[config.mk]
export PLATFORM = sky130hd
export DESIGN_NAME = issue_reg
export DESIGN_NICKNAME = d
export VERILOG_FILES = /design/src/hw/mem_pkg.sv /design/src/hw/issue_reg.sv
export SDC_FILE = /design/constraint.sdc
export NUM_CORES = 1
export LEC_CHECK = 0
export ABC_AREA = 1
export CAP_MARGIN = 0
export CORE_AREA = 2 2 109 111
export DETAILED_ROUTE_END_ITERATION = 16
export DIE_AREA = 0 0 111 113
export DONT_BUFFER_PORTS = 1
export GPL_TIMING_DRIVEN = 0
export PLACE_DENSITY_LB_ADDON = 0.08
export SYNTH_ARGS = -nofsm -noshare
export SYNTH_HDL_FRONTEND = slang
export SYNTH_SLANG_ARGS = --single-unit
[constraint.sdc]
create_clock -name clk -period 5.84 [get_ports clk]
set_input_delay 0.876 -clock clk [delete_from_list [all_inputs] [get_ports clk]]
set_output_delay 0.876 -clock clk [all_outputs]
set_load 0.05 [all_outputs]
[src/hw/mem_pkg.sv]
package mem_pkg;

    // **************************************************
    // data path widths
    // **************************************************
    localparam int XLEN  = 32;
    localparam int ID_W  = 64;
    localparam int REG_W = 5;

    // **************************************************
    // data memory geometry and timing
    // **************************************************
    // word index comes from address bits 9:2
    localparam int MEM_WORDS        = 256;
    localparam int MEM_IDX_W        = $clog2(MEM_WORDS);
    // cycles from an accepted read to its valid pulse
    localparam int MEM_READ_LATENCY = 2;

    // memory command carried by each instruction
    typedef enum logic [3:0] {
        OP_NONE,
        OP_LB,
        OP_LBU,
        OP_LH,
        OP_LHU,
        OP_LW,
        OP_SB,
        OP_SH,
        OP_SW,
        OP_AMOSWAP_W
    } mem_op_e;

    // memory stage FSM
    typedef enum logic [1:0] {
        ST_IDLE,
        ST_WAIT_READY,
        ST_WAIT_VALID
    } stage_state_e;

endpackage

[src/hw/issue_reg.sv]
`timescale 1ns/1ps

module issue_reg
    import mem_pkg::*;
(
    input  logic              clk,
    input  logic              reset,
    input  logic              flush,
    input  logic              stall,

    input  logic              issue_valid,
    input  mem_op_e           issue_op,
    input  logic [REG_W-1:0]  issue_rd,
    input  logic [XLEN-1:0]   issue_addr,
    input  logic [XLEN-1:0]   issue_wdata,
    input  logic [ID_W-1:0]   issue_id,

    output logic              mem_valid,
    output mem_op_e           mem_op,
    output logic [REG_W-1:0]  mem_rd,
    output logic [XLEN-1:0]   mem_alu_out,
    output logic [XLEN-1:0]   mem_rs2_data,
    output logic [ID_W-1:0]   mem_inst_id
);

    // valid drops when nothing new is presented, so a finished op is not rerun
    always_ff @(posedge clk) begin
        if (reset || flush) begin
            mem_valid <= 1'b0;
        end else if (!stall) begin
            mem_valid <= issue_valid;
        end
    end

    // payload frozen while the stage is busy
    always_ff @(posedge clk) begin
        if (!stall && issue_valid) begin
            mem_op       <= issue_op;
            mem_rd       <= issue_rd;
            mem_alu_out  <= issue_addr;
            mem_rs2_data <= issue_wdata;
            mem_inst_id  <= issue_id;
        end
    end

    a_op_held: assert property (@(posedge clk) disable iff (reset)
        stall && mem_valid |=> mem_op == $past(mem_op));

endmodule

# Word-level counts from Yosys, hierarchy flattened
# Cells that the tools add are included.
[classes]
shifts = 0
n_addsub = 0
n_mul = 0
n_reduce_logical = 3
div = 0
order_cmp = 0
eq_ne = 0
bitwise_logic = 0
n_mux = 0
[op_table]
columns = ["cell", "n"]
rows = [
  ["logical AND 1 bit", 1],
  ["zero test 1 bit", 1],
  ["logical OR 1 bit", 1],
]
[word_totals]
n_memories = 0
regBits = 138
latch_bits = 0
rom_bits = 0
input_bits = 142
ram_bits = 0

# Logic depth before layout (Yosys ltp)
[depth]
word_depth = 2
depth_mapped = 3
mapped_depth_nobuf = 3

# Worst setup path after synthesis
# Ideal clock, no wire load.
[synth_path]
kind = "input-to-reg"
from = "input stall"
to = "register mem_alu_out[0], enable pin"
arrival_ns = 3.624
setup_ns = 0.490
cell_stages = 3
n_path_buf = 0
slack_ns = 1.726
path_cell_list = "inv_1 -> nand2_2 -> inv_1"
[synth_between]
elab_chain_cells = 2
[synth_rtl]
columns = ["item", "line_no", "text"]
rows = [
  ["start, declared", "issue_reg.sv:9", "input logic stall,"],
  ["zero test 1 bit", "issue_reg.sv:37", "if (!stall && issue_valid) begin"],
  ["logical AND 1 bit", "issue_reg.sv:37", ""],
  ["end signal, assigned", "issue_reg.sv:40", "mem_alu_out <= issue_addr;"],
  ["end, declared", "issue_reg.sv:21", "output logic [XLEN-1:0] mem_alu_out,"],
]
# Every way passes these cells.
# A chain may end at the register's enable or synchronous reset.

# Final worst setup path
[layout_path]
from = "register mem_inst_id[38]"
to = "output mem_inst_id[38]"
[layout_rtl]
columns = ["item", "line_no", "text"]
rows = [
  ["start, declared", "issue_reg.sv:23", "output logic [ID_W-1:0] mem_inst_id"],
  ["start signal, assigned", "issue_reg.sv:42", "mem_inst_id <= issue_id;"],
]
# No word-level cell between the ends.

==> reports/metrics.cfg <==
[floorplanning]
fp.dieW_um=111
io_pins=280
dieArea_sq_um=12500
die_h_um=113
start_util=0.370
fp.coreArea_sq_um=11300
placementRows=39

[sta]
tns_ps=0
setup_violations=0
drv_slew=0
final_hold_viol_count=0
period_share=0.333
whs_ps=565
period_minus_slack_ps=1940
relSlewSlack=0.564
rsz0062_at_grt=no
worst_slew_pin_slew_ps=654
skew_ps=0
layout_setup_ws_ps=3900
clock.fmax_ghz=0.515

[global_routing]
grt_pass1_vias=1690
grt-ovfl-total=0
antenna_found_initial=1
grt_util_met1=0.143
grt_util_met3=0.0980
grt_max_degree=89
grt_usage=0.140
grt.busiest_layer=met2
met2_usage=0.218
grt_first_pass_wirelength_mm=12.2

[synth]
yosys-top-cells-area=edfxtp_1, dfxtp_1, inv_1, a21oi_2, nand2_1
ys_ff_latch=138
synth_area_per_cell_sq_um=28.6
synth_fp_nets=288
synth_seq_area_share=0.991
yosys.cell_types.count=6
synth_top_area_share=0.986
syn-cell-area_sq_um=4170
synth_top_cell_by_area=edfxtp_1
syn_inst=146
synth_warnings=0

[worst_setup_path]
cp.depth=0
end_kind=output port
critPathLaunchType=flop
arrival_ps=1070
worst-path-max-fanout=1
r2r-end=mem_valid
crit_start=mem_inst_id[38]
worst-setup-path-type=flop to output port
r2r-start=mem_valid
rr_worst_depth=2
critPathRequiredTime_ps=4960
reg2reg_slack_ps=4860

[final_layout]
layout_common_cells=edfxtp_1, clkbuf_16, bufinv_16, clkinv_2
instances_no_fill=322
n_antenna_cell=0
final_common_cell=edfxtp_1
layout-drive-gt1-share=0.184
synthToLayoutAreaGrowth_pct=19.6
fin_nets=308

[power_and_ir_drop]
p_leak_nw=1.62
peakVddDrop_mv=0.187
cellPowerDensity_nw_per_um2=508

[placement]
routabilityCongestion=0.686
pre_cts_ws_ps=3530
place.detailed.hpwl_mm=6.54
place_inst=290
numPortBuffers=0

[worst_hold_path]
hold_path.class=primary input to flop
hold_path_depth=0
hold_path_end=mem_alu_out[30]
hp-start=issue_addr[30]

[detailed_routing]
drc=0
dr.pass1.iters=4
routed_wl_mm=8.80
first_iter_violations=144
vias_per_cell=4.88
routed-via-count=1570
post_drt_wl_per_cell_um=27.3
antenna_left=0

[flow_run]
maxCapViolCount=0

[clocking]
cts_setup_buffers=0
post_cts_resized=0
cts.sinks=138
cts-root-buf=clkbuf_16
cts_tree=done
cts_made_buffers=17
max-clock-path-buffers=2
holdBufCountCts=0
clkLatencyLatePin_ps=400
cts.clk_slew.worst_paths_ps=60
htree_num_levels=4

[outcome]
status=completed

==> worst max-delay path by stage <==
stage | end | slack, ps
finish | mem_inst_id[38] | 3900
detailed placement | mem_alu_out[17] | 3530
global placement | mem_inst_id[31] | 1110
floorplan | mem_alu_out[0] | 1730
global route | mem_inst_id[46] | 3840
CTS | mem_inst_id[38] | 3860
==> report_power, final <==
part / leakage, nW / switching, mW / internal [mW]
clock network: 0.291 / 0.379 / 0.708
logic: 0.0402 / 0.0184 / 0.00258
registers: 1.29 / 0.253 / 1.17
==> layout make-up <==
class | count | area [sq um]
fillers | 927 | 6280
flip-flops and latches | 138 | 4130
clock buffers | 18 | 429
clock inverters | 14 | 179
well taps | 143 | 179
repair buffers | 1 | 27.5
multi-input cells | 4 | 22.5
inverters | 4 | 17.5
==> metal layers <==
layer	wire length [um]	up-vias
met2	4530	173
li1	-	630
met5	0	-
met1	2980	759
met4	114	0
met3	1160	8
==> cells in the mapped netlist <==
library cell  instances
edfxtp_1            137
nand2_1               2
nand2_2               1
a21oi_2               1
dfxtp_1               1
inv_1                 4
==> state kept, by name (all words and copies together) (netlist names) <==
| register | flops |
|---|---|
| mem_op | 4 |
| mem_valid | 1 |
| mem_inst_id | 64 |
| mem_rs2_data | 32 |
| mem_rd | 5 |
| mem_alu_out | 32 |
==> through the flow <==
step           cell area [sq um]   util  power (mW)
6_report                    4990  0.443        2.53
5_1_grt                     4990  0.443        2.62
3_3_place_gp                4350  0.386        1.47
3_5_place_dp                4380  0.389        1.47
2_1_floorplan               4170      -        1.45
4_1_cts                     4990  0.443        2.57
==> kinds of logic after synthesis <==
group / count (synthesis) / synth area share
compound gates: 1 / 0.00210
flops: 138 / 0.991
buf+inv: 4 / 0.00360
simple gates: 3 / 0.00330
Note: power is estimated with default switching activity, not from simulation.
