## src/hw/mem_pkg.sv

```systemverilog
package mem_pkg;

    // **************************************************
    // data path widths
    // **************************************************
    localparam int XLEN  = 32;
    localparam int ID_W  = 64;
    localparam int REG_W = 5;

    // **************************************************
    // data memory geometry and timing
    // **************************************************
    // word index comes from address bits 9:2
    localparam int MEM_WORDS        = 256;
    localparam int MEM_IDX_W        = $clog2(MEM_WORDS);
    // cycles from an accepted read to its valid pulse
    localparam int MEM_READ_LATENCY = 2;

    // memory command carried by each instruction
    typedef enum logic [3:0] {
        OP_NONE,
        OP_LB,
        OP_LBU,
        OP_LH,
        OP_LHU,
        OP_LW,
        OP_SB,
        OP_SH,
        OP_SW,
        OP_AMOSWAP_W
    } mem_op_e;

    // memory stage FSM
    typedef enum logic [1:0] {
        ST_IDLE,
        ST_WAIT_READY,
        ST_WAIT_VALID
    } stage_state_e;

endpackage

```

## src/hw/wb_reg.sv

```systemverilog
`timescale 1ns/1ps

module wb_reg
    import mem_pkg::*;
(
    input  logic              clk,
    input  logic              reset,
    input  logic              stage_done,
    input  mem_op_e           done_op,
    input  logic [REG_W-1:0]  done_rd,
    input  logic [ID_W-1:0]   done_id,
    input  logic [XLEN-1:0]   done_alu_out,
    input  logic [XLEN-1:0]   done_mem_data,
    output logic              wb_valid,
    output logic [REG_W-1:0]  wb_rd,
    output logic [ID_W-1:0]   wb_id,
    output logic [XLEN-1:0]   wb_data
);

    logic is_store;
    logic use_mem;

    assign is_store = done_op inside {OP_SB, OP_SH, OP_SW};
    // loads and amoswap return memory data
    assign use_mem  = done_op inside {OP_LB, OP_LBU, OP_LH, OP_LHU, OP_LW, OP_AMOSWAP_W};

    always_ff @(posedge clk) begin
        if (reset) begin
            wb_valid <= 1'b0;
        end else begin
            wb_valid <= stage_done;
        end
    end

    always_ff @(posedge clk) begin
        if (stage_done) begin
            wb_id   <= done_id;
            // stores have no destination register
            wb_rd   <= is_store ? '0 : done_rd;
            wb_data <= use_mem ? done_mem_data : done_alu_out;
        end
    end

endmodule

```

## config.mk

```make
export PLATFORM = sky130hd
export DESIGN_NAME = wb_reg
export DESIGN_NICKNAME = d
export VERILOG_FILES = /design/src/hw/mem_pkg.sv /design/src/hw/wb_reg.sv
export SDC_FILE = /design/constraint.sdc
export NUM_CORES = 1
export LEC_CHECK = 0
export ABC_AREA = 1
export ABC_CLOCK_PERIOD_IN_PS = 2220
export BUFFER_PORTS_ARGS = -buffer_cell sky130_fd_sc_hd__buf_2
export CAP_MARGIN = 20
export CORE_UTILIZATION = 45
export CTS_CLUSTER_DIAMETER = 120
export CTS_CLUSTER_SIZE = 30
export DETAILED_ROUTE_END_ITERATION = 16
export GPL_TIMING_DRIVEN = 1
export PLACE_DENSITY = 0.93
export SYNTH_ARGS = -nofsm -noshare
export SYNTH_HDL_FRONTEND = slang
export SYNTH_SLANG_ARGS = --single-unit
```

## constraint.sdc

```tcl
create_clock -name clk -period 2.22 [get_ports clk]
set_clock_uncertainty 0.05 [all_clocks]
set_input_delay 0.111 -clock clk [delete_from_list [all_inputs] [get_ports clk]]
set_output_delay 0.111 -clock clk [all_outputs]
set_load 0.005 [all_outputs]
```

Yosys cells after proc, flatten, opt, wreduce, memory -nomap -nowiden
Cells that the tools add are included.
Widths: inputs -> output; s select.

storage, ports and cells
  flip-flop bits (word level) = 102
  bits of input ports = 140
  output and inout bits = 102
  logic and storage cells = 16

cells by class
  equality and inequality tests = 9
  multiplexer cells = 1
  reduce and logical (&&, ||, !) cells = 2

operator list
  kind                number
  $mux 32             1
  $eq 4x3->1 const B  4
  $eq 4x2->1 const B  2
  $eq 4x4->1 const B  2
  $reduce_bool 6->1   1
  $eq 4x1->1 const B  1
  $reduce_bool 3->1   1

Depth between registers and ports, before layout
Gate-level depths: netlist (run 1).

  depth in word-level cells = 3
  depth in mapped cells = 6
  gate-level depth less buffers = 5

Least setup slack after synthesis (run 1)
Ideal clock, no wire load.

  path kind = input port to flip-flop
  start = input done_op[1]
  end = register wb_data[16], data pin
  setup time = 0.253 ns
  arrival = 0.639 ns
  required time = 1.917 ns
  path slack = 1.278 ns
  stages on the path = 5
  path buffers = 1
  path through = nor2_2 > nand2_2 > buf_4 > nand3_1 > nand2_1

between the ends
  longest elaborated chain between the ends = 3
  elaborated cells on any way between the ends = 8
  those cells by class = eq/ne: 6; mux: 1; reduce/logical: 1

RTL lines
  what                                RTL line      source
  from (decl)                         wb_reg.sv:9   input mem_op_e done_op,
  $eq 4x1->1 (tied with other cells)  wb_reg.sv:25  assign use_mem = done_op inside {OP_LB, OP_LBU, OP_LH, OP_LHU, OP_LW, OP_AMOSWAP_W};
  $reduce_bool 6->1 (*)               wb_reg.sv:25
  $mux 32 (*)                         wb_reg.sv:40  wb_data <= use_mem ? done_mem_data : done_alu_out;
  to (signal assigned)                wb_reg.sv:40
  to (decl)                           wb_reg.sv:17  output logic [XLEN-1:0] wb_data

Mark *: on every way between the ends. The rest lies on a longest branch, timed or not.
A chain may end at the register's enable or synchronous reset.

Worst setup path in the final report (run 1)
  start = input done_op[1]
  end = register wb_data[23], data pin

The elaborated chain is that of the path after synthesis.

==> run_results.csv, run 1 <==
group,metric,value,unit
min_path,hold_class,"in2reg",
timing,tns,0,ns
place,portBuffers,241,
clock_network,post_cts_resize_count,0,
route,post_drt_wl_per_cell,16.8,µm
synth,ys_types,16,
floorplanning,rows,33,
clock_network,path_clk_slew,0.10,ns
cells_and_area,final_cell_count_no_fill,684,
global_route,grt_pass1_wl,16.7,mm
synth,synthArstFlopShare,0,
min_path,hp-start,"done_mem_data[18]",
cells_and_area,fin_area,0.00617,mm²
cells_and_area,fillers,514,
setup_path,path_cells,"buf_2, nor2_2, nand2_2, nand3_1, nand2_1, dlygate4sd3_1",
setup_path,end_kind,"register",
synth,synth_commonest_cells,"edfxtp_1 (101), nand3_1 (61), nand2_1 (32)",
route,first_pass_iters,5,
clock_network,htreeDepth,3,
setup_path,worst_ep_required_time,2.28,ns
pwr,peakVddDrop,0.459,mV
timing,slew_violations,0,
global_route,track_usage,0.263,
cells_and_area,nets,714,
pwr,leakagePower,2.82,nW
cells_and_area,drive_above_1_share,0.468,
clock_network,cts_tree,"done",
run,drv_cap,0,
cells_and_area,antenna_cells,0,
route,drt-initial-drc-count,142,
cells_and_area,area_growth,63.8,%
floorplanning,die_height,93.5,µm
synth,synth.area.top_cells,"edfxtp_1 (81%), nand3_1 (8.1%), nand2_1 (3.2%)",
pwr,power_switching,1.00,mW
synth,synth_top_area_share,0.805,
timing,clock.fmax,0.605,GHz
pwr,power-per-cell-area,663,mW/mm²
setup_path,worstPathArrival,1.71,ns
synth,synth_top_cell_by_area,"edfxtp_1",
route,drcViolationCount,0,
pwr,p_seq_frac,0.577,
global_route,grt_pass1_vias,3408,
floorplanning,die_x,93.5,µm
min_path,hold_depth,3,
global_route,antenna_found_initial,0,
floorplanning,fp.dieArea,0.00874,mm²
floorplanning,io_pins,242,
synth,synth-edff-count,101,
setup_path,slowest_delay,0.57,ns
clock_network,post_cts_buffers,0,
clock_network,cts_max_path_buffers,2,
timing,maxSlewHeadroom,0.566,
timing,rsz0062_at_grt,"no",
pwr,power.internal,3.09,mW
synth,yosysWarningCount,0,
cells_and_area,postLayoutCoreUtil,0.755,
synth,syn_nets,376,
synth,yosys.cell_count.top_type,"edfxtp_1",
setup_path,critPathBufInv,2,
setup_path,worstSetupPathType,"in2reg",
timing,setup-violations-final,0,
route,num_vias,3350,
setup_path,cp-start-kind,"input pin",
synth,ys.flop_type,"edfxtp_1",
clock_network,cts_buffers,9,
route,totalWireLength,11.5,mm
setup_path,cp_max_fo,32,
timing,fin_crit_sh,0.745,
synth,avgSynthCellArea,16.0,µm²
synth,netlist_area,0.00377,mm²
global_route,grt_max_degree,69,
synth,yosysSeqAreaShare,0.810,
timing,tightest_slew,0.649,ns
clock_network,hold_buffers,97,
place,place_inst,571,
global_route,grt-ovfl-total,0,
synth,ys_seq_elements,102,
route,ant_nets,0,
min_path,holdPathEnd,"wb_data[18]",
route,viasPerCell,4.90,
clock_network,numClockSinks,102,
outcome,run_status,"completed",
pwr,pwr-share-comb,0.161,
pwr,fin_total_pwr,4.09,mW
setup_path,cpMaxStageDelayCell,"dlygate4sd3_1",
synth,synthCells,236,
timing,finalHoldViolCount,0,
floorplanning,core_area,0.00818,mm²
pwr,clockPowerShare,0.262,
pwr,switching_share,0.245,
clock_network,cts_root_buffer,"clkbuf_8",
floorplanning,initial_core_util,0.461,
timing,min_period,1.65,ns
place,hpwl,7.07,mm
place,gp_congestion,0.697,
place,placed_area,0.00502,mm²
setup_path,cp_top_family,"simple AND/OR/NAND/NOR gates",
## tightest hold or removal path, delay by kind of cell
kind | cells | cell delay [ns]
simple gates | 2 | 0.13
buf+inv | 1 | 0.07
## sequential cells by signal, summed over array words and instances (netlist names)
| signal | flops |
|---|---|
| wb_rd | 5 |
| wb_data | 32 |
| wb_id | 64 |
| wb_valid | 1 |
## cell usage in the layout, fill, tap and decap left out, drive strengths merged
cell         count
nand3           66
o21ai            1
edfxtp         101
clkinvlp         2
nand2           38
clkinv           3
buf            242
nor2             7
dlygate4sd3     97
clkbuf           9
dfxtp            1
inv             12
## layer usage
metal | up-vias | global-route usage | wire [µm]
li1 | 1537 | - | -
met1 | 1575 | 0.279 | 4040
met2 | 202 | 0.475 | 6090
met3 | 36 | 0.0797 | 990
met4 | 0 | 0.123 | 378
met5 | - | 0 | 0
## worst max-delay path by stage
stage | from | endpoint | slack (ns) | depth (start not counted)
6_report | done_op[1] | wb_data[23] | 0.57 | 6
2_1_floorplan | done_op[1] | wb_data[16] | 1.28 | 5
3_3_place_gp | done_op[1] | wb_data[7] | 0.85 | 5
5_1_grt | done_op[1] | wb_data[17] | 0.46 | 6
3_5_place_dp | done_op[1] | wb_data[29] | 0.75 | 5
4_1_cts | done_op[1] | wb_data[3] | 0.65 | 6
## power by group through the flow
stage / combinational (mW) / clock [mW] / sequential [mW]
after global placement: 0.476 / 0 / 2.39
after detailed placement: 0.500 / 0 / 2.40
after floorplan: 0.131 / 0 / 2.42
after CTS: 0.647 / 1.10 / 2.35
final: 0.661 / 1.07 / 2.36
after global routing: 0.715 / 1.17 / 2.38
## cell type report
cell class                 instances  area, µm²  share of cell area
tap                              105        131              0.0213
sequential                       102       3050               0.495
clock inverter                     7       56.3             0.00913
clock buffer                       9        124              0.0201
timing repair buffer             339       2200               0.357
inverter                          10       37.5             0.00608
multi-input combinational        112        568              0.0921
## through the flow
step                      hold slack [ns]  setup WS, ns
after floorplan                     0.132          1.28
after global placement              0.219         0.849
after detailed placement            0.233         0.753
after CTS                        0.000266         0.648
after global routing              0.00268         0.458
final                              0.0129         0.567
## cells by family (layout without fill, tap and decap cells)
kind of cell	Yosys count	in the layout	synth area share
buf+inv	22	365	0.0389
compound gates	1	1	0.00233
simple gates	111	111	0.148
flops	102	102	0.810
No activity file was read; power rests on OpenSTA's default activity.
==> inputs of run 2 (changes only) <==
Settings changed: ABC_CLOCK_PERIOD_IN_PS 2220 to 1300, CORE_ASPECT_RATIO set to 1.5, CORE_UTILIZATION 45 to 38, PLACE_DENSITY 0.93 to 0.85.
Clock period 2.22 ns to 1.3 ns, I/O delays scaled along.
==> run 2 against run 1 <==
The run now fails in clock tree synthesis. Synthesized cell count unchanged. Synthesized area unchanged.
==> run_results.csv, run 2 <==
group,metric,value,unit
outcome,run_status,"aborted with a tool error",
outcome,stop_stage,"clock tree synthesis",
outcome,error,"[ERROR RSZ-0060] Max buffer count reached.",
floorplanning,die_x,83.3,µm
clock_network,cts_root_buffer,"clkbuf_16",
floorplanning,initial_core_util,0.391,
place,gp_congestion,0.758,
clock_network,hold_buffers,122,
synth,synthArstFlopShare,0,
synth,synth-edff-count,101,
synth,avgSynthCellArea,16.0,µm²
floorplanning,io_pins,242,
clock_network,cts_buffers,9,
place,hpwl,7.20,mm
synth,yosysWarningCount,0,
synth,ys.flop_type,"edfxtp_1",
synth,synth_commonest_cells,"edfxtp_1 (101), nand3_1 (61), nand2_1 (32)",
synth,yosys.cell_count.top_type,"edfxtp_1",
synth,netlist_area,0.00377,mm²
synth,synth.area.top_cells,"edfxtp_1 (81%), nand3_1 (8.1%), nand2_1 (3.2%)",
synth,synth_top_cell_by_area,"edfxtp_1",
floorplanning,die_height,124,µm
synth,yosysSeqAreaShare,0.810,
synth,synthCells,236,
clock_network,numClockSinks,102,
clock_network,post_cts_resize_count,0,
synth,syn_nets,376,
clock_network,cts_max_path_buffers,2,
synth,ys_seq_elements,102,
floorplanning,rows,44,
clock_network,post_cts_buffers,0,
synth,ys_types,16,
synth,synth_top_area_share,0.805,
clock_network,htreeDepth,3,
place,portBuffers,241,
## run 2: cells by family after synthesis
group                  count (synthesis)  synth area share
and+or+nand+nor                      111             0.148
DFF                                  102             0.810
buffers and inverters                 22            0.0389
AOI/OAI and AO/OA                      1           0.00233
## run 2: stage by stage
stage	instances	worst slack (ns)	cell area [µm²]
after floorplan	236	0.404	3770
after global placement	588	0.174	5100
after detailed placement	588	0.0811	5100
==> inputs of run 3 (changes only) <==
Settings changed: ABC_CLOCK_PERIOD_IN_PS 1300 to 1700, CORE_ASPECT_RATIO 1.5 to not set, CORE_UTILIZATION 38 to 40, CTS_CLUSTER_DIAMETER 120 to not set, CTS_CLUSTER_SIZE 30 to not set, PLACE_DENSITY 0.85 to not set, PLACE_DENSITY_LB_ADDON set to 0.15.
Clock period 1.3 ns to 1.7 ns, I/O delays scaled along.
==> run 3 against run 2 <==
The run again fails in clock tree synthesis. Synthesized cell count unchanged. Synthesized area unchanged.
==> run_results.csv, run 3 <==
group,metric,value,unit
outcome,run_status,"aborted with a tool error",
outcome,stop_stage,"clock tree synthesis",
outcome,error,"[ERROR RSZ-0060] Max buffer count reached.",
place,placed_area,0.00505,mm²
clock_network,cts_max_path_buffers,2,
synth,avgSynthCellArea,16.0,µm²
synth,synthArstFlopShare,0,
floorplanning,rows,35,
synth,ys_seq_elements,102,
synth,synth_top_family_by_area,"simple AND/OR/NAND/NOR gates",
place,gp_congestion,0.716,
clock_network,cts_buffers,9,
clock_network,htreeDepth,3,
clock_network,cts_root_buffer,"clkbuf_8",
synth,netlist_area,0.00377,mm²
floorplanning,die_height,99.1,µm
floorplanning,io_pins,242,
place,pre_cts_ws,0.288,ns
synth,synthAdderAreaFrac,0,
synth,yosys.cell_count.top_type,"edfxtp_1",
synth,synth.area.top_cells,"edfxtp_1 (81%), nand3_1 (8.1%), nand2_1 (3.2%)",
synth,synth_top_cell_by_area,"edfxtp_1",
synth,synth-edff-count,101,
synth,synth-simple-area-share,0.148,
place,portBuffers,241,
floorplanning,initial_core_util,0.410,
synth,muxShareOfSynthArea,0,
synth,synthCells,236,
clock_network,post_cts_buffers,0,
synth,synth_xor_area_frac,0,
synth,syn_nets,376,
synth,synth_compound_area_frac,0.00232,
synth,yosysWarningCount,0,
synth,yosysSeqAreaShare,0.810,
floorplanning,die_x,99.1,µm
synth,synth_commonest_cells,"edfxtp_1 (101), nand3_1 (61), nand2_1 (32)",
synth,ys_types,16,
synth,ys.flop_type,"edfxtp_1",
clock_network,post_cts_resize_count,0,
clock_network,numClockSinks,102,
place,hpwl,6.74,mm
clock_network,hold_buffers,120,
synth,synth_top_area_share,0.805,
-- run 3: cells by family after synthesis --
family                 Yosys count
buffers and inverters           22
AOI/OAI and AO/OA                1
and+or+nand+nor                111
DFF                            102
-- run 3: metrics by stage --
step | utilization | instances
after floorplan | - | 236
after global placement | 0.550 | 579
after detailed placement | 0.550 | 579
