==> src/hw/mem_pkg.sv <==
package mem_pkg;

    // **************************************************
    // data path widths
    // **************************************************
    localparam int XLEN  = 32;
    localparam int ID_W  = 64;
    localparam int REG_W = 5;

    // **************************************************
    // data memory geometry and timing
    // **************************************************
    // word index comes from address bits 9:2
    localparam int MEM_WORDS        = 256;
    localparam int MEM_IDX_W        = $clog2(MEM_WORDS);
    // cycles from an accepted read to its valid pulse
    localparam int MEM_READ_LATENCY = 2;

    // memory command carried by each instruction
    typedef enum logic [3:0] {
        OP_NONE,
        OP_LB,
        OP_LBU,
        OP_LH,
        OP_LHU,
        OP_LW,
        OP_SB,
        OP_SH,
        OP_SW,
        OP_AMOSWAP_W
    } mem_op_e;

    // memory stage FSM
    typedef enum logic [1:0] {
        ST_IDLE,
        ST_WAIT_READY,
        ST_WAIT_VALID
    } stage_state_e;

endpackage

==> src/hw/mem_stage.sv <==
`timescale 1ns/1ps

module mem_stage
    import mem_pkg::*;
(
    input  logic              clk,
    input  logic              reset,
    input  logic              flush,

    input  logic              mem_valid,
    input  mem_op_e           mem_op,
    input  logic [REG_W-1:0]  mem_rd,
    input  logic [XLEN-1:0]   mem_alu_out,
    input  logic [XLEN-1:0]   mem_rs2_data,
    input  logic [ID_W-1:0]   mem_inst_id,

    output logic              stall,

    output logic              memu_cmd_start,
    output logic              memu_cmd_write,
    output logic [XLEN-1:0]   memu_addr,
    output logic [XLEN-1:0]   memu_wdata,
    output logic [XLEN-1:0]   memu_wmask,
    input  logic              memu_cmd_ready,
    input  logic              memu_valid,
    input  logic [XLEN-1:0]   memu_rdata,

    output logic              stage_done,
    output mem_op_e           done_op,
    output logic [REG_W-1:0]  done_rd,
    output logic [ID_W-1:0]   done_id,
    output logic [XLEN-1:0]   done_alu_out,
    output logic [XLEN-1:0]   done_mem_data
);

    stage_state_e     state;
    // op being issued to memory, amoswap turns into OP_SW after its read
    mem_op_e          cur_op;
    logic             done_flag;
    logic [ID_W-1:0]  done_id_q;
    logic             rd_pending;
    logic             orphan_rd;
    logic [XLEN-1:0]  rdata_q;

    logic             may_start;
    logic             active;
    logic             is_mem;
    logic             wr_accept;
    logic             finish;
    logic [4:0]       byte_shift;
    logic [4:0]       half_shift;
    logic [XLEN-1:0]  ld_byte_word;
    logic [XLEN-1:0]  ld_half_word;

    // same id seen again after finishing means a repeat, not new work
    assign may_start  = !done_flag || (done_id_q != mem_inst_id);
    assign active     = mem_valid && may_start && !flush;
    assign is_mem     = (mem_op != OP_NONE);
    assign byte_shift = {mem_alu_out[1:0], 3'b000};
    assign half_shift = {mem_alu_out[1], 4'b0000};

    // **************************************************
    // memory command
    // **************************************************
    assign memu_cmd_start = active && (state == ST_WAIT_READY) && memu_cmd_ready;
    assign memu_cmd_write = cur_op inside {OP_SB, OP_SH, OP_SW};
    assign memu_addr      = mem_alu_out;
    assign wr_accept      = memu_cmd_start && memu_cmd_write;

    // lane placement of store data
    always_comb begin
        case (cur_op)
            OP_SB: begin
                memu_wdata = {4{mem_rs2_data[7:0]}};
                memu_wmask = XLEN'(32'h0000_00ff) << byte_shift;
            end
            OP_SH: begin
                memu_wdata = {2{mem_rs2_data[15:0]}};
                memu_wmask = XLEN'(32'h0000_ffff) << half_shift;
            end
            default: begin
                memu_wdata = mem_rs2_data;
                memu_wmask = '1;
            end
        endcase
    end

    // **************************************************
    // completion and writeback data
    // **************************************************
    // ALU ops finish on arrival, loads one cycle after their data
    assign finish = active && (((state == ST_IDLE) && (!is_mem || rd_pending)) || wr_accept);
    assign stall  = mem_valid && may_start && is_mem && !finish;

    assign stage_done   = finish;
    assign done_op      = mem_op;
    assign done_rd      = mem_rd;
    assign done_id      = mem_inst_id;
    assign done_alu_out = mem_alu_out;

    assign ld_byte_word = rdata_q >> byte_shift;
    assign ld_half_word = rdata_q >> half_shift;

    always_comb begin
        case (mem_op)
            OP_LB:   done_mem_data = {{24{ld_byte_word[7]}}, ld_byte_word[7:0]};
            OP_LBU:  done_mem_data = {24'b0, ld_byte_word[7:0]};
            OP_LH:   done_mem_data = {{16{ld_half_word[15]}}, ld_half_word[15:0]};
            OP_LHU:  done_mem_data = {16'b0, ld_half_word[15:0]};
            // word load and amoswap old value
            default: done_mem_data = rdata_q;
        endcase
    end

    // **************************************************
    // FSM
    // **************************************************
    always_ff @(posedge clk) begin
        if (reset) begin
            state      <= ST_IDLE;
            cur_op     <= OP_NONE;
            done_flag  <= 1'b0;
            rd_pending <= 1'b0;
        end else if (flush) begin
            state      <= ST_IDLE;
            cur_op     <= OP_NONE;
            rd_pending <= 1'b0;
        end else begin
            if (finish) begin
                done_flag  <= 1'b1;
                rd_pending <= 1'b0;
            end
            case (state)
                ST_IDLE: begin
                    if (active && is_mem && !rd_pending) begin
                        state  <= ST_WAIT_READY;
                        cur_op <= mem_op;
                    end
                end
                ST_WAIT_READY: begin
                    if (memu_cmd_start) begin
                        state <= memu_cmd_write ? ST_IDLE : ST_WAIT_VALID;
                    end
                end
                ST_WAIT_VALID: begin
                    if (memu_valid) begin
                        if (cur_op == OP_AMOSWAP_W) begin
                            // read done, now write the new word
                            cur_op <= OP_SW;
                            state  <= ST_WAIT_READY;
                        end else begin
                            state      <= ST_IDLE;
                            rd_pending <= 1'b1;
                        end
                    end
                end
                default: state <= ST_IDLE;
            endcase
        end
    end

    always_ff @(posedge clk) begin
        if (finish) begin
            done_id_q <= mem_inst_id;
        end
        if ((state == ST_WAIT_VALID) && memu_valid) begin
            rdata_q <= memu_rdata;
        end
    end

    // a read killed by flush still owes its valid pulse
    always_ff @(posedge clk) begin
        if (reset) begin
            orphan_rd <= 1'b0;
        end else if (memu_valid) begin
            orphan_rd <= 1'b0;
        end else if (flush && (state == ST_WAIT_VALID)) begin
            orphan_rd <= 1'b1;
        end
    end

    a_no_start_wait_valid: assert property (@(posedge clk) disable iff (reset)
        memu_cmd_start |-> state != ST_WAIT_VALID);

    a_valid_expected: assert property (@(posedge clk) disable iff (reset)
        memu_valid && (state == ST_IDLE) |-> orphan_rd);

endmodule

==> config.mk <==
export PLATFORM = sky130hd
export DESIGN_NAME = mem_stage
export DESIGN_NICKNAME = d
export VERILOG_FILES = /design/src/hw/mem_pkg.sv /design/src/hw/mem_stage.sv
export SDC_FILE = /design/constraint.sdc
export NUM_CORES = 1
export LEC_CHECK = 0
export BUFFER_PORTS_ARGS = -buffer_cell sky130_fd_sc_hd__buf_2
export CAP_MARGIN = 15
export CORE_AREA = 5 5 158 160
export CTS_BUF_LIST = sky130_fd_sc_hd__clkbuf_4
export DETAILED_ROUTE_END_ITERATION = 8
export DIE_AREA = 0 0 163 165
export PLACE_DENSITY = 0.65
export RECOVER_POWER = 25
export SYNTH_ARGS = -nofsm -noshare
export SYNTH_HDL_FRONTEND = slang
export SYNTH_SLANG_ARGS = --single-unit
==> constraint.sdc <==
create_clock -name clk -period 6.9 [get_ports clk]
set_input_delay 1.38 -clock clk [delete_from_list [all_inputs] [get_ports clk]]
set_output_delay 1.38 -clock clk [all_outputs]
set_load 0.005 [all_outputs]
== Word level (Yosys, flattened, before mapping) ==
Index checks and enable logic that the tools add are counted.
Operators by class
  add/sub/neg operators: 0
  multiply operators: 0
  div/mod/pow operators: 0
  order comparisons: 0
  eq/ne operators: 15
  shift-type cells: 4
  multiplexer cells: 17
  bitwise gates (word level): 1
  reduce and logical (&&, ||, !) cells: 28
Operators with widths (number)
  one-hot mux 32 bit (2 select lines): 2
  one-hot mux 32 bit (4 select lines): 1
  inequality test 64 bit: 1
  left shift 16 x 5 -> 32 bit, first input constant: 1
  left shift 8 x 5 -> 32 bit, first input constant: 1
  right shift 32 x 5 -> 16 bit: 1
  right shift 32 x 5 -> 8 bit: 1
  equality test 4 x 3 -> 1 bit, second input constant: 3
  logical AND 1 bit: 12
  two-way mux 4 bit: 3
  equality test 4 x 2 -> 1 bit, second input constant: 2
  equality test 4 bit, second input constant: 2
  two-way mux 2 bit: 4
  one-hot mux 4 bit (2 select lines): 1
  inequality test 2 bit, second input constant: 3
  one-hot mux 2 bit (3 select lines): 1
  logical NOT 1 bit: 5
  two-way mux 1 bit: 5
  equality test 4 x 1 -> 1 bit, second input constant: 1
  AND reduction 4 bit: 1
  nonzero test 4 bit: 1
  logical OR 1 bit: 3
  AND reduction 3 bit: 1
  nonzero test 3 bit: 1
  other kinds (8): 8
Word-level totals
  register bits: 104
  latch bits: 0
  bits in writable memories: 0
  bits in read-only memories: 0
  input bits: 175
  output and inout bits: 237
  memories: 0

== Logic depth before layout (Yosys ltp) ==
  word-level depth: 13
  mapped depth: 8

== Worst setup path before layout ==
Ideal clock, no wire load.
  path type: input to output
  from: input mem_op[1]
  to: output stage_done
  arrival: 3.697 ns
  data required time: 5.520 ns
  path slack: 1.823 ns
  stages: 8
  path buffers: 1
  cells stage by stage: clkbuf_8 > nor2_1 > nand2_1 > a21oi_1 > a31oi_1 > nor2_1 > nand2_1 > inv_1
On the way
  longest elaborated chain between the ends: 6
RTL lines
  from (decl): RTL line mem_stage.sv:11  | input mem_op_e mem_op,
  nonzero test 4 bit: RTL line mem_stage.sv:58  | assign is_mem = (mem_op != OP_NONE);
  logical NOT 1 bit: RTL line mem_stage.sv:92  | assign finish = active && (((state == ST_IDLE) && (!is_mem || rd_pending)) || wr_accept);
  logical OR 1 bit: RTL line mem_stage.sv:92
  logical AND 1 bit: RTL line mem_stage.sv:92
  logical OR 1 bit: RTL line mem_stage.sv:92
  logical AND 1 bit: RTL line mem_stage.sv:92
  to (decl): RTL line mem_stage.sv:28  | output logic stage_done,
No other way between the ends.

== Final worst setup path ==
  from: input mem_inst_id[15]
  to: output stage_done
On the way
  longest elaborated chain between the ends: 9
RTL lines
  from (decl): RTL line mem_stage.sv:15  | input logic [ID_W-1:0] mem_inst_id,
  inequality test 64 bit *: RTL line mem_stage.sv:56  | assign may_start = !done_flag || (done_id_q != mem_inst_id);
  logical OR 1 bit *: RTL line mem_stage.sv:56
  logical AND 1 bit * (2 in a row): RTL line mem_stage.sv:57  | assign active = mem_valid && may_start && !flush;
  logical AND 1 bit (2 in a row): RTL line mem_stage.sv:65  | assign memu_cmd_start = active && (state == ST_WAIT_READY) && memu_cmd_ready;
  logical AND 1 bit: RTL line mem_stage.sv:68  | assign wr_accept = memu_cmd_start && memu_cmd_write;
  logical OR 1 bit: RTL line mem_stage.sv:92
  logical AND 1 bit *: RTL line mem_stage.sv:92
Every way passes the cells marked *; elsewhere a longest branch is shown, timed or not.

==> metrics.md <==
| Metric | Value |
|---|---|
| Status | finished, violations left |
| Failing checks | capacitance limit, slew limit |
| Period Utilization, post-route | 0.7738 |
| Top cells by area, synth | edfxtp_1, buf_4, xor2_1 |
| Delay of the slowest critical-path stage | 0.75 ns |
| Peak VDD IR | 0.00008279 V |
| Top cell family by delay on the critical path | compound AO/OA/AOI/OAI gates |
| Total number of vias | 4580 |
| Final worst slack | ~1.6 ns |
| Hold worst-path end | done_flag |
| Reg area | 3043 µm² |
| WL/cell | between 15 and 20 µm |
| Post-Syn Area | approximately 6500 µm² |
| Simple-gate share of the synthesized area | 0.09777 |
| DP Area | 7101 µm² |
| Setup-failing EPs final | 0 |
| Final std cells w/o fill | roughly 1000 |
| Ports | around 410 |
| # fillers | 2484 |
| RR Startpoint | state[1] |
| Register-to-Register Path Depth | 4 |
| Clock Sinks | ~100 |
| Async SR Flop Fraction | 0 |
| Post-synth top area cell | edfxtp_1 |
| Final wirelength | 19.02 mm |
| GRT Util Overall | 0.1307 |
| Commonest register cell after synthesis | edfxtp_1 |
| CP Data Required Time | around 5.5 ns |
| CP max FO | 65 |
| Hold Crit Start | done_flag |
| CP arrival | 3.96 ns |
| Worst slew pin tran | 2.852 ns |
| Total congestion overflow | 0 |
| Post-CTS Setup Inserts | 0 |
| Detail Route Antenna Nets | 0 |
| Area occupied by multi-input gates | between 2000 and 2500 µm² |
| Hold_buf cts | 0 |
| Synthesis-stage register bit count | approximately 100 |
| Design area | 7149 µm² |
| Max-slew violation count | 35 |
| Die H | 165 µm |
| Reg2Reg Setup Slack | 3.58 ns |
| Adder-Cell Fraction of Synth Area | 0.001537 |
| Initial antenna violation count | 2 |
| Root Driver | clkbuf_4 |
| Post-synth EDFFs | 96 |
| Gpl congestion | 0.7490 |
| Post-layout util | 0.3073 |
| Fin. Hold Viols | 0 |
| Initial drt markers | 249 |
| Setup Skew | about 0.027 ns |
| Max Root-Sink Buffers | 2 |
| Yosys top cell area share | 0.4426 |
| Syn avg cell area | 11.10 µm² |
| CP endpoint kind | primary output |
| PostCTS Resize Cnt | 0 |
| Die width | 163 µm |
| Hold path cells | 2 |
| CTS tree | built |
| Ys Warns | 0 |
| Antenna fix cells | 0 |
| Area delta synth->final | 9.758% |
| Htree depth | 3 |
| Synthesized net count | 762 |
| LEAKAGE | 2.960 nW |
| Sequential share of the synthesized area | 0.4672 |
| Core area | 23260 µm² |
| Reg-to-reg endpoint | cur_op[0] |
| Multiplexer share of the synthesized area | 0.04514 |
| Synth Area in XOR/XNOR | 0.06185 |
| Layout cell share with drive strength beyond 1 | 0.4038 |
| Count of different cell masters after synthesis | between 50 and 60 |
| Count leader, synth | buf_4 |
| Post-Synthesis Cells | 587 |
| Slowest CP cell | a2111oi_1 |
| Pwr Density | 167.9 nW/µm² |
| Num CTS Buffers | 9 |
| Die ar. | 26900 µm² |
| Setup_tns | 0 ns |
| Final HPWL DP | between 15 and 20 mm |
| Largest family of logic cells by synthesized area | buffers and inverters |
| IO buf count | around 310 |
| Via/cell ratio | 4.374 |
| Crit path cell chain | clkbuf_1 > nor2b_1 > a2111oi_1 > nand4_2 > nor4_4 > a211oi_2 > nand2_1 > inv_2 > buf_4 > buf_2 |
| Vias in the first global route | 4470 |
| Number of remaining DRC errors | 0 |
| Largest net degree at the start of global routing | 66 |
| Min Hold Slack | 0.5266 ns |
| CP Launch Type | primary input |
| Initial DRT Pass Iterations | 5 |
| Commonest cells in the synthesized netlist | buf_4, edfxtp_1, nand2_1 |
| Post-synthesis compound-gate area fraction | 0.1030 |
| # rows | 56 |
| Max Fclk | between 150 and 200 MHz |
| Nets@finish | 898 |
| Hold WC Path Type | reg2reg |
| Clk_lat worst skew | ~0.49 ns |
| Setup WS pre-CTS | 1.667 ns |
| MaxCap Viol Count | 1 |
| Min cycle time layout | 5.339 ns |
| WS Path Type | in2out |
| Post-Place Cells | 1031 |
| Worst Path Buf+Inv | 4 |
| RSZ-0062 raised after global routing | false |
| Max_slew headroom | -0.9084 |
| Clock-pin slew on the worst setup and hold paths | 0.18 ns |
| First-pass GRT wire length | 26.84 mm |
| Initial core utilization | 0.2800 |
| Pwr Total | 1.200 mW |
routing by layer:
| metal | GRT usage | vias to the layer above | wire (µm) |
|---|---|---|---|
| met3 | 0.03943 | 64 | 1384 |
| met2 | 0.2098 | 187 | 9211 |
| met1 | 0.1602 | 2160 | 7633 |
| met4 | 0.06443 | 2 | 772 |
| met5 | 0 | - | 13 |
| li1 | - | 2167 | - |
worst reg2reg max path, delay by kind of cell, from the launching register on:
kind,cells,cell delay [ns]
buf+inv,1,0.11
simple gates,1,2.11
flops,1,0.46
compound gates,2,0.59
registers in the layout, summed over array words and instances (netlist names):
register and cells:
rd_pending 1, done_flag 1, cur_op 4, done_id_q 64
state 2, rdata_q 32
how the worst max path moves through the flow:
stage                     from         end  slack, ns  depth (start not counted)
3_5_place_dp   mem_inst_id[15]  stage_done       1.67                         10
2_1_floorplan        mem_op[1]  stage_done       1.82                          8
5_1_grt        mem_inst_id[29]  stage_done       1.42                         10
3_3_place_gp   mem_inst_id[15]  stage_done       1.71                         10
4_1_cts        mem_inst_id[15]  stage_done       1.66                         10
6_report       mem_inst_id[15]  stage_done       1.56                         10
where the power goes:
part	total, mW	switching, mW	internal (mW)	leakage [nW]
Combinational	0.178	0.0954	0.0826	1.95
Clock	0.327	0.239	0.0880	0.0762
Sequential	0.695	0.00340	0.692	0.929
kinds of logic after synthesis:
logic type,count (synthesis)
flip-flops,104
AO/OA/AOI/OAI,87
multiplexers,27
adder cells (fa/ha/maj),1
XOR/XNOR,46
AND/OR/NAND/NOR,117
buffers and inverters,205
layout make-up:
class,count,area share
Tap cell,319,0.05583
Clock buffer,10,0.01050
Inverter,18,0.009450
Timing Repair Buffer,312,0.2074
Sequential cell,104,0.4256
Clock inverter,6,0.008750
Multi-Input combinational cell,278,0.2825
cells in the final DEF, fill, tap and decap left out, drive strengths merged, types with 7 or more instances in the layout:
cell type and count:
nor2b 15, o21ai 20, edfxtp 96, a21o 17
inv 21, xor2 40, nand2 43, buf 247
a2111oi 8, dfxtp 8, a221o 8, a22oi 7
mux2 9, mux2i 17, nor2 16, nor4 10
nand2b 7, clkbuf 75
Note: power is estimated with default switching activity, not from simulation.
